<file path="src/logic/s16b_consts.svh">
// Bus glue constants; CEN_W must hold CEN_DEN + CEN_NUM - 1 and CEN_NUM must stay below CEN_DEN/2
`ifndef S16B_CONSTS_SVH
`define S16B_CONSTS_SVH

// CPU clock enable ratio, clk * 29/146
`define CEN_NUM 29
`define CEN_DEN 146

// Accumulator width for the enable generator
`define CEN_W 8

// Read value of an undriven data bus
`define BUS_IDLE 16'hffff

`endif

</file>
<file path="src/logic/s16b_pkg.sv">
// Shared types of the bus glue; the region map is fixed and has no programmable mapper
`default_nettype none

package s16b_pkg;

    // Region from addr[22:20]
    typedef enum logic [2:0] {
        REG_ROM0 = 3'd0,
        REG_ROM1 = 3'd1,
        REG_ROM2 = 3'd2, // Also the tile-bank latch on writes
        REG_RAM  = 3'd3,
        REG_ORAM = 3'd4,
        REG_VRAM = 3'd5,
        REG_PAL  = 3'd6,
        REG_IO   = 3'd7
    } region_e;

    // I/O group from addr[13:12]
    typedef enum logic [1:0] {
        IO_VIDEO  = 2'd0,
        IO_PLAYER = 2'd1,
        IO_DIP    = 2'd2,
        IO_UNUSED = 2'd3
    } io_group_e;

    typedef enum logic [1:0] {
        DT_IDLE,
        DT_WAIT_READY,
        DT_ACKED
    } dtack_state_e;

endpackage

`default_nettype wire

</file>
<file path="src/logic/s16b_bus_decode.sv">
// Fixed System 16B region map from addr[22:20]; addr[23] is ignored and selects follow as_n by one clk
`timescale 1ns/10ps
`default_nettype none

module s16b_bus_decode (
    input  wire         clk,
    input  wire         rst,
    input  wire  [23:1] addr,
    input  wire         as_n,
    input  wire         bus_n,
    input  wire         rnw,
    output logic        rom_cs,
    output logic        ram_cs,
    output logic        vram_cs,
    output logic        char_cs,
    output logic        objram_cs,
    output logic        pal_cs,
    output logic        io_cs,
    output logic        tbank_cs
);

    s16b_pkg::region_e region;
    logic              is_rom;
    logic              is_vram;

    assign region  = s16b_pkg::region_e'(addr[22:20]);
    assign is_rom  = region == s16b_pkg::REG_ROM0 ||
                     region == s16b_pkg::REG_ROM1 ||
                     region == s16b_pkg::REG_ROM2;
    assign is_vram = region == s16b_pkg::REG_VRAM;

    always_ff @(posedge clk or posedge rst) begin
        if (rst) begin
            rom_cs    <= 1'b0;
            ram_cs    <= 1'b0;
            vram_cs   <= 1'b0;
            char_cs   <= 1'b0;
            objram_cs <= 1'b0;
            pal_cs    <= 1'b0;
            io_cs     <= 1'b0;
            tbank_cs  <= 1'b0;
        end else if (!as_n) begin
            rom_cs    <= is_rom && rnw;
            tbank_cs  <= region == s16b_pkg::REG_ROM2 && !rnw; // Latch shares the ROM window
            char_cs   <= is_vram && addr[16];
            objram_cs <= region == s16b_pkg::REG_ORAM;
            pal_cs    <= region == s16b_pkg::REG_PAL;
            io_cs     <= region == s16b_pkg::REG_IO;
            // RAM selects drop between the halves of a read-modify-write
            vram_cs   <= !bus_n && is_vram && !addr[16];
            ram_cs    <= !bus_n && region == s16b_pkg::REG_RAM;
        end else begin
            rom_cs    <= 1'b0;
            ram_cs    <= 1'b0;
            vram_cs   <= 1'b0;
            char_cs   <= 1'b0;
            objram_cs <= 1'b0;
            pal_cs    <= 1'b0;
            io_cs     <= 1'b0;
            tbank_cs  <= 1'b0;
        end
    end

endmodule

`default_nettype wire

</file>
<file path="src/logic/s16b_cabinet_io.sv">
// Cabinet inputs and video registers; only the low data byte is written and read back
`timescale 1ns/10ps
`default_nettype none

`include "s16b_consts.svh"

module s16b_cabinet_io (
    input  wire         clk,
    input  wire         rst,
    input  wire         io_cs,
    input  wire         tbank_cs,
    input  wire  [13:1] addr,
    input  wire         lds_wn,
    input  wire  [7:0]  cpu_dout,
    input  wire  [7:0]  joystick1,
    input  wire  [7:0]  joystick2,
    input  wire  [1:0]  start_button,
    input  wire  [1:0]  coin_input,
    input  wire         service,
    input  wire         dip_test,
    input  wire  [7:0]  dipsw_a,
    input  wire  [7:0]  dipsw_b,
    output logic [7:0]  cab_dout,
    output logic        flip,
    output logic        video_en,
    output logic [5:0]  tile_bank
);

    localparam logic [15:0] IDLE = `BUS_IDLE;

    s16b_pkg::io_group_e group;

    // Board wiring order of the joystick lines
    function automatic logic [7:0] sort_joy(input logic [7:0] joy);
        sort_joy = {joy[1], joy[0], joy[3], joy[2], joy[7], joy[5], joy[4], joy[6]};
    endfunction

    assign group = s16b_pkg::io_group_e'(addr[13:12]);

    always_ff @(posedge clk or posedge rst) begin
        if (rst) begin
            cab_dout  <= IDLE[7:0];
            flip      <= 1'b0;
            video_en  <= 1'b1; // Screen on out of reset
            tile_bank <= '0;
        end else begin
            if (tbank_cs && !lds_wn) begin
                if (addr[1])
                    tile_bank[5:3] <= cpu_dout[2:0];
                else
                    tile_bank[2:0] <= cpu_dout[2:0];
            end
            if (io_cs && group == s16b_pkg::IO_VIDEO && !lds_wn) begin
                flip     <= cpu_dout[6];
                video_en <= cpu_dout[5];
            end
            // Read value follows the address and is ready together with io_cs
            case (group)
                s16b_pkg::IO_PLAYER: begin
                    case (addr[2:1])
                        2'd0: cab_dout <= {2'b11, start_button, service, dip_test, coin_input};
                        2'd1: cab_dout <= sort_joy(joystick1);
                        2'd3: cab_dout <= sort_joy(joystick2);
                        default: cab_dout <= IDLE[7:0];
                    endcase
                end
                s16b_pkg::IO_DIP: cab_dout <= addr[1] ? dipsw_b : dipsw_a;
                default: cab_dout <= IDLE[7:0]; // Video group and group 3 read as ones
            endcase
        end
    end

endmodule

`default_nettype wire

</file>
<file path="src/logic/s16b_cen_frac.sv">
// Fractional enable at CEN_NUM/CEN_DEN of clk; pulse spacing jitters by one clk around the mean
`timescale 1ns/10ps
`default_nettype none

`include "s16b_consts.svh"

module s16b_cen_frac (
    input  wire  clk,
    input  wire  rst,
    output logic cpu_cen,
    output logic cpu_cenb
);

    localparam logic [`CEN_W:0] NUM  = `CEN_NUM;
    localparam logic [`CEN_W:0] DEN  = `CEN_DEN;
    localparam logic [`CEN_W:0] HALF = `CEN_DEN / 2;

    logic [`CEN_W-1:0] acc;
    logic [`CEN_W:0]   sum;  // One extra bit for the overflow check
    logic [`CEN_W:0]   wrap;

    assign sum  = {1'b0, acc} + NUM;
    assign wrap = sum - DEN;

    always_ff @(posedge clk or posedge rst) begin
        if (rst) begin
            acc      <= '0;
            cpu_cen  <= 1'b0;
            cpu_cenb <= 1'b0;
        end else begin
            cpu_cen  <= 1'b0;
            cpu_cenb <= 1'b0;
            if (sum >= DEN) begin
                acc     <= wrap[`CEN_W-1:0];
                cpu_cen <= 1'b1;
            end else begin
                acc <= sum[`CEN_W-1:0];
                // Crossing the midpoint marks the second half of the CPU cycle
                cpu_cenb <= ({1'b0, acc} < HALF) && (sum >= HALF);
            end
        end
    end

endmodule

`default_nettype wire

</file>
<file path="src/logic/s16b_dtack.sv">
// DTACK on a CPU clock enable once the access is ready; held until as_n rises with no bus error path
`timescale 1ns/10ps
`default_nettype none

module s16b_dtack (
    input  wire  clk,
    input  wire  rst,
    input  wire  cpu_cen,
    input  wire  as_n,
    input  wire  bus_n,
    input  wire  bus_cs,
    input  wire  bus_busy,
    output logic dtack_n
);

    s16b_pkg::dtack_state_e state;

    always_ff @(posedge clk or posedge rst) begin
        if (rst) begin
            state <= s16b_pkg::DT_IDLE;
        end else begin
            case (state)
                s16b_pkg::DT_IDLE: begin
                    if (bus_cs && !bus_n)
                        state <= s16b_pkg::DT_WAIT_READY;
                end
                s16b_pkg::DT_WAIT_READY: begin
                    // Stretch here while the memory is not ready
                    if (as_n)
                        state <= s16b_pkg::DT_IDLE;
                    else if (!bus_busy && cpu_cen)
                        state <= s16b_pkg::DT_ACKED;
                end
                s16b_pkg::DT_ACKED: begin
                    if (as_n)
                        state <= s16b_pkg::DT_IDLE;
                end
                default: state <= s16b_pkg::DT_IDLE;
            endcase
        end
    end

    assign dtack_n = state != s16b_pkg::DT_ACKED;

endmodule

`default_nettype wire

</file>
<file path="src/logic/s16b_main.sv">
// Main bus glue without CPU; ROM data passes undecrypted and unmapped reads keep the last bus value
`timescale 1ns/10ps
`default_nettype none

`include "s16b_consts.svh"

module s16b_main (
    input  wire         clk,
    input  wire         rst,
    input  wire  [23:1] addr,
    input  wire         as_n,
    input  wire         uds_n,
    input  wire         lds_n,
    input  wire         rnw,
    input  wire  [15:0] cpu_dout,
    input  wire  [15:0] rom_data,
    input  wire         rom_ok,
    input  wire  [15:0] ram_data,
    input  wire         ram_ok,
    input  wire  [15:0] char_dout,
    input  wire  [15:0] pal_dout,
    input  wire  [15:0] obj_dout,
    input  wire  [7:0]  joystick1,
    input  wire  [7:0]  joystick2,
    input  wire  [1:0]  start_button,
    input  wire  [1:0]  coin_input,
    input  wire         service,
    input  wire         dip_test,
    input  wire  [7:0]  dipsw_a,
    input  wire  [7:0]  dipsw_b,
    output logic        cpu_cen,
    output logic        cpu_cenb,
    output logic [15:0] cpu_din,
    output logic        dtack_n,
    output logic        uds_wn,
    output logic        lds_wn,
    output logic        rom_cs,
    output logic [18:1] rom_addr,
    output logic        ram_cs,
    output logic        vram_cs,
    output logic        char_cs,
    output logic        objram_cs,
    output logic        pal_cs,
    output logic        flip,
    output logic        video_en,
    output logic [5:0]  tile_bank
);

    localparam logic [15:0] IDLE = `BUS_IDLE;

    logic       bus_n;
    logic       io_cs;
    logic       tbank_cs;
    logic       bus_cs;
    logic       bus_busy;
    logic [7:0] cab_dout;

    assign uds_wn   = rnw | uds_n;
    assign lds_wn   = rnw | lds_n;
    assign bus_n    = as_n | (uds_n & lds_n);
    assign rom_addr = addr[18:1];  // 512 kB program space

    assign bus_cs   = rom_cs | ram_cs | vram_cs | char_cs | objram_cs | pal_cs | io_cs | tbank_cs;
    assign bus_busy = (rom_cs & ~rom_ok) | ((ram_cs | vram_cs) & ~ram_ok);

    s16b_cen_frac u_cen (
        .clk      (clk),
        .rst      (rst),
        .cpu_cen  (cpu_cen),
        .cpu_cenb (cpu_cenb)
    );

    s16b_bus_decode u_decode (
        .clk       (clk),
        .rst       (rst),
        .addr      (addr),
        .as_n      (as_n),
        .bus_n     (bus_n),
        .rnw       (rnw),
        .rom_cs    (rom_cs),
        .ram_cs    (ram_cs),
        .vram_cs   (vram_cs),
        .char_cs   (char_cs),
        .objram_cs (objram_cs),
        .pal_cs    (pal_cs),
        .io_cs     (io_cs),
        .tbank_cs  (tbank_cs)
    );

    s16b_cabinet_io u_cab (
        .clk          (clk),
        .rst          (rst),
        .io_cs        (io_cs),
        .tbank_cs     (tbank_cs),
        .addr         (addr[13:1]),
        .lds_wn       (lds_wn),
        .cpu_dout     (cpu_dout[7:0]),
        .joystick1    (joystick1),
        .joystick2    (joystick2),
        .start_button (start_button),
        .coin_input   (coin_input),
        .service      (service),
        .dip_test     (dip_test),
        .dipsw_a      (dipsw_a),
        .dipsw_b      (dipsw_b),
        .cab_dout     (cab_dout),
        .flip         (flip),
        .video_en     (video_en),
        .tile_bank    (tile_bank)
    );

    s16b_dtack u_dtack (
        .clk      (clk),
        .rst      (rst),
        .cpu_cen  (cpu_cen),
        .as_n     (as_n),
        .bus_n    (bus_n),
        .bus_cs   (bus_cs),
        .bus_busy (bus_busy),
        .dtack_n  (dtack_n)
    );

    // Read data into the CPU
    always_ff @(posedge clk or posedge rst) begin
        if (rst) begin
            cpu_din <= IDLE;
        end else if (ram_cs || vram_cs) begin
            cpu_din <= ram_data;  // Work RAM and VRAM share one port
        end else if (rom_cs) begin
            cpu_din <= rom_data;
        end else if (char_cs) begin
            cpu_din <= char_dout;
        end else if (pal_cs) begin
            cpu_din <= pal_dout;
        end else if (objram_cs) begin
            cpu_din <= obj_dout;
        end else if (io_cs) begin
            cpu_din <= {IDLE[15:8], cab_dout};
        end
    end

endmodule

`default_nettype wire

</file>
<file path="config.mk">
export PLATFORM = sky130hd
export DESIGN_NAME = s16b_main
export DESIGN_NICKNAME = d
export VERILOG_FILES = /design/src/logic/s16b_pkg.sv /design/src/logic/s16b_bus_decode.sv /design/src/logic/s16b_cabinet_io.sv /design/src/logic/s16b_cen_frac.sv /design/src/logic/s16b_dtack.sv /design/src/logic/s16b_main.sv
export VERILOG_INCLUDE_DIRS = /design/src /design/src/logic
export SDC_FILE = /design/constraint.sdc
export NUM_CORES = 1
export LEC_CHECK = 0
export BUFFER_PORTS_ARGS = -buffer_cell sky130_fd_sc_hd__buf_4
export CAP_MARGIN = 20
export CORE_MARGIN = 8
export CORE_UTILIZATION = 34
export DETAILED_ROUTE_END_ITERATION = 10
export HOLD_SLACK_MARGIN = 0.1
export PLACE_DENSITY = 0.73
export SLEW_MARGIN = 40
export SYNTH_ARGS = -nofsm -noshare
export SYNTH_HDL_FRONTEND = slang
export SYNTH_HIERARCHICAL = 1
export SYNTH_SLANG_ARGS = --single-unit
</file>
<file path="constraint.sdc">
create_clock -name clk -period 2.7 [get_ports clk]
set_clock_uncertainty 0.2 [all_clocks]
set_input_delay 0.135 -clock clk [delete_from_list [all_inputs] [get_ports clk]]
set_output_delay 0.135 -clock clk [all_outputs]
set_load 0.005 [all_outputs]
</file>
==> impl_metrics.xml <==
<?xml version="1.0" encoding="UTF-8"?>
<metrics>
  <group name="detailed_routing">
    <metric name="drc" unit="">0</metric>
    <metric name="number_of_nets_still_failing_antenna_checks_after_routing" unit="">0</metric>
    <metric name="drtPass1Iterations" unit="">5</metric>
    <metric name="vias" unit="">4096</metric>
    <metric name="wire_length_reported_by_the_detailed_router" unit="um">14100</metric>
    <metric name="avgViaCountPerCell" unit="">5.15</metric>
    <metric name="routedWlPerCell" unit="um">17.7</metric>
    <metric name="initialDrtViolationCount" unit="">167</metric>
  </group>
  <group name="hold_path">
    <metric name="worst_hold_path_type" unit="">in -&gt; reg</metric>
    <metric name="hold-path-cell-count" unit="">5</metric>
  </group>
  <group name="cts">
    <metric name="clkSlewWorstSetupHoldPaths" unit="ns">0.08</metric>
    <metric name="cts_sinks" unit="">52</metric>
    <metric name="cts.path.max_buffers" unit="">2</metric>
    <metric name="tritoncts" unit="">done</metric>
    <metric name="clock-root-buffer" unit="">clkbuf_16</metric>
    <metric name="worst_skew_pair.late_latency" unit="ns">0.29</metric>
    <metric name="cts_setup_buffers" unit="">0</metric>
    <metric name="cts.htree.levels" unit="">2</metric>
    <metric name="cts_buffers" unit="">5</metric>
  </group>
  <group name="worst_setup_path">
    <metric name="critPathMostFrequentCell" unit="">dlygate4sd3_1</metric>
    <metric name="timing.critical_path.from_type" unit="">primary input</metric>
    <metric name="critPathRequiredTime" unit="ns">2.72</metric>
    <metric name="worst-r2r-cell-count" unit="">9</metric>
    <metric name="critical_path_maximum_fanout" unit="">1</metric>
    <metric name="endpoint_kind" unit="">flop</metric>
    <metric name="cpPeakStageDelay" unit="ns">0.60</metric>
    <metric name="worstPathCellList" unit="">dlygate4sd3_1 -&gt; buf_4 -&gt; mux2i_1 -&gt; dlygate4sd3_1 -&gt; nand2_1 -&gt; a221o_1 -&gt; dlygate4sd3_1</metric>
    <metric name="worst_ep_arrival_time" unit="ns">2.48</metric>
    <metric name="worst-setup-path-type" unit="">in -&gt; reg</metric>
    <metric name="cpMaxStageDelayCell" unit="">dlygate4sd3_1</metric>
  </group>
  <group name="yosys">
    <metric name="synth-async-reset-ratio" unit="%">100</metric>
    <metric name="synth.distinct_cells" unit="">66</metric>
    <metric name="synth_fa_ha_area_share" unit="%">2.54</metric>
    <metric name="synth_compound_area_share" unit="%">22.1</metric>
    <metric name="synth_simple_gate_area_share" unit="%">19.7</metric>
    <metric name="xor_and_xnor_area_share_after_synthesis" unit="%">2.23</metric>
    <metric name="synth_top_area_cell" unit="">dfrtp_1</metric>
    <metric name="main_synth_ff_type" unit="">dfrtp_1</metric>
    <metric name="syn-cell-area" unit="um2">3930</metric>
    <metric name="synth_largest_type_area_fraction" unit="%">17.2</metric>
    <metric name="synth.net_count" unit="">597</metric>
    <metric name="number_of_warnings_reported_in_the_yosys_synthesis_log" unit="">6</metric>
    <metric name="seq_area_frac_synth" unit="%">33.9</metric>
    <metric name="average_size_of_a_mapped_cell" unit="um2">9.28</metric>
    <metric name="synth.mux.area_fraction" unit="%">9.83</metric>
    <metric name="synth_top_cells_by_area" unit="">dfrtp_1 17%, dfstp_2 17%, mux2i_1 4.6%</metric>
    <metric name="synthCells" unit="">424</metric>
    <metric name="synth_top_family_by_area" unit="">compound AO/OA/AOI/OAI gates</metric>
    <metric name="ys_seq_elements" unit="">52</metric>
    <metric name="synth_edf_count" unit="">0</metric>
  </group>
  <group name="sta">
    <metric name="worst_hold_slack" unit="ns">0.101</metric>
    <metric name="layout_min_cycle_time" unit="ns">2.47</metric>
    <metric name="achievable-frequency" unit="MHz">406</metric>
    <metric name="timing.slew.headroom" unit="%">55.5</metric>
    <metric name="setup_slack" unit="ns">0.234</metric>
    <metric name="tightestPinTransition" unit="ns">0.667</metric>
    <metric name="maxSlewViolCount" unit="">0</metric>
    <metric name="finalHoldViolations" unit="">0</metric>
    <metric name="grt_setup_unrepaired" unit="">false</metric>
    <metric name="report.final.setup_viol" unit="">0</metric>
    <metric name="final_min_period_over_clock_period" unit="%">91.3</metric>
    <metric name="sum_neg_setup_slack" unit="ns">0</metric>
  </group>
  <group name="pwr">
    <metric name="peakVddDrop" unit="mV">0.251</metric>
    <metric name="power_density" unit="nW/um2">381</metric>
    <metric name="total_leakage_power" unit="nW">2.76</metric>
  </group>
  <group name="grt">
    <metric name="groute.usage.overall" unit="%">17.6</metric>
    <metric name="number_of_global_route_vias_before_repair" unit="">4413</metric>
    <metric name="antenna_violations_before_repair" unit="">1</metric>
    <metric name="overflow" unit="">0</metric>
    <metric name="pin_count_of_the_biggest_net_entering_global_routing" unit="">34</metric>
    <metric name="grt_first_pass_wirelength" unit="um">21500</metric>
  </group>
  <group name="floorplan">
    <metric name="initial_utilization" unit="%">34.6</metric>
    <metric name="row_count" unit="">39</metric>
    <metric name="die_area" unit="um2">15300</metric>
    <metric name="core-area" unit="um2">11400</metric>
    <metric name="floorplan.io_pins" unit="">218</metric>
    <metric name="die_width" unit="um">124</metric>
    <metric name="fp.dieH" unit="um">124</metric>
  </group>
  <group name="status">
    <metric name="run_status" unit="">completed</metric>
  </group>
  <group name="placement">
    <metric name="port_buffers" unit="">178</metric>
    <metric name="dp.final_hpwl" unit="um">10200</metric>
    <metric name="final_estimated_routing_congestion_in_global_placement" unit="">0.836</metric>
    <metric name="placedInstanceArea" unit="um2">5220</metric>
    <metric name="pre_cts_ws" unit="ns">0.265</metric>
  </group>
  <group name="finish">
    <metric name="area_delta_synth_final" unit="%">56.0</metric>
    <metric name="nFillCells" unit="">993</metric>
    <metric name="multi_input_area" unit="um2">2230</metric>
    <metric name="register_area" unit="um2">1330</metric>
    <metric name="finalInstanceArea" unit="um2">6140</metric>
    <metric name="final_layout_size_suffix_gt1_share" unit="%">41.4</metric>
    <metric name="final_nets" unit="">824</metric>
  </group>
  <group name="flow_run">
    <metric name="maxcap_viol_count" unit="">0</metric>
  </group>
</metrics>
-- routing by layer --
metal | track usage, % | up-vias | wire, um
li1 | - | 1953 | -
met1 | 19.4 | 1934 | 5660
met2 | 32.2 | 183 | 7020
met3 | 3.93 | 26 | 1030
met4 | 6.55 | 0 | 374
met5 | 0 | - | 0
-- final timing paths --
check                           slack (ns)                 to              from
worst min register to register        0.27   u_dtack/state[0]  u_dtack/state[1]
max in group asynchronous             1.52   u_dtack/state[0]               rst
worst max-delay path                  0.23  u_cab/cab_dout[7]      joystick1[1]
worst max register to register        0.30       u_cen/acc[7]      u_cen/acc[0]
min in group asynchronous             0.18    u_decode/rom_cs               rst
worst min-delay path                  0.10         cpu_din[6]       rom_data[6]
-- cells in the mapped netlist, types with 6 or more instances --
master,n
a21oi_1,32
o21ai_0,31
dfrtp_1,27
nor2_1,27
dfstp_2,25
nand2_1,21
buf_4,20
mux2i_1,18
inv_1,17
nor2b_1,17
nor3b_1,17
o31ai_1,16
mux2_2,13
o22ai_1,11
buf_2,8
clkbuf_1,8
ha_1,8
xnor2_1,7
a22oi_1,6
buf_6,6
nand2b_1,6
-- where the power goes --
group          leakage (nW)  switching, W  internal [W]
sequential            0.612     0.0000509      0.000918
clock                0.0744      0.000296      0.000351
combinational          2.08      0.000268      0.000455
total                  2.76      0.000615       0.00172
-- layout by cell type, fill, tap and decap left out, types with 3 or more instances in the layout --
cell,n
xor2_1,3
and2_0,5
and3_1,4
mux2i_1,18
o21ai_0,31
a22oi_1,6
nand2b_1,6
nor3_1,4
dlygate4sd3_1,76
o22ai_1,11
o31ai_1,16
inv_1,17
nor3b_1,17
nand3b_1,5
xnor2_1,7
or2_2,5
dfstp_2,25
a21oi_2,3
nand2_1,21
nor2b_1,17
mux2_2,13
buf_4,189
a21oi_1,32
clkbuf_16,5
dfrtp_1,27
ha_1,8
mux2_4,4
a211oi_2,4
nor2_1,26
-- worst max-delay path: cells and delay by family --
family | cells | cell delay, ns
buf+inv | 4 | 1.82
compound gates | 1 | 0.29
mux | 1 | 0.16
simple gates | 1 | 0.07
-- registers in the layout, indices dropped and copies added (netlist names) --
register            flops
cpu_din                16
u_cab/cab_dout          8
u_cen/acc               8
u_cab/tile_bank         6
u_dtack/state           2
u_cab/flip              1
u_cab/video_en          1
u_cen/cpu_cen           1
u_cen/cpu_cenb          1
u_decode/char_cs        1
u_decode/io_cs          1
u_decode/objram_cs      1
u_decode/pal_cs         1
u_decode/ram_cs         1
u_decode/rom_cs         1
u_decode/tbank_cs       1
u_decode/vram_cs        1
-- cell type report --
type | count | area share, %
Multi-Input combinational cell | 310 | 36.3
Timing Repair Buffer | 265 | 35.5
Clock buffer | 5 | 2.04
Sequential cell | 52 | 21.7
Clock inverter | 3 | 0.428
Tap cell | 143 | 2.91
Inverter | 17 | 1.04
Antenna cell | 1 | 0.0408
-- what timing repair did --
item                                    CTS  global route
hold buffers                             76             0
endpoints found under the setup margin    0             9
endpoints found under the hold margin    82             0
resized for setup                         0             2
-- kinds of logic after synthesis --
group / after synthesis
xor gates and xnor gates: 10
DFF: 52
and+or+nand+nor: 131
adders and majority gates: 8
AOI/OAI and AO/OA: 126
muxes: 35
buffers and inverters: 62
-- per-stage QoR --
step / utilization, % / total power (W) / instances
3_5_place_dp: 45.9 / 0.00155 / 711
3_3_place_gp: 45.9 / 0.00154 / 711
6_report: 54.0 / 0.00234 / 796
4_1_cts: 53.9 / 0.00235 / 795
5_1_grt: 54.0 / 0.00247 / 796
2_1_floorplan: - / 0.00123 / 424
Note: power is estimated with default switching activity, not from simulation.
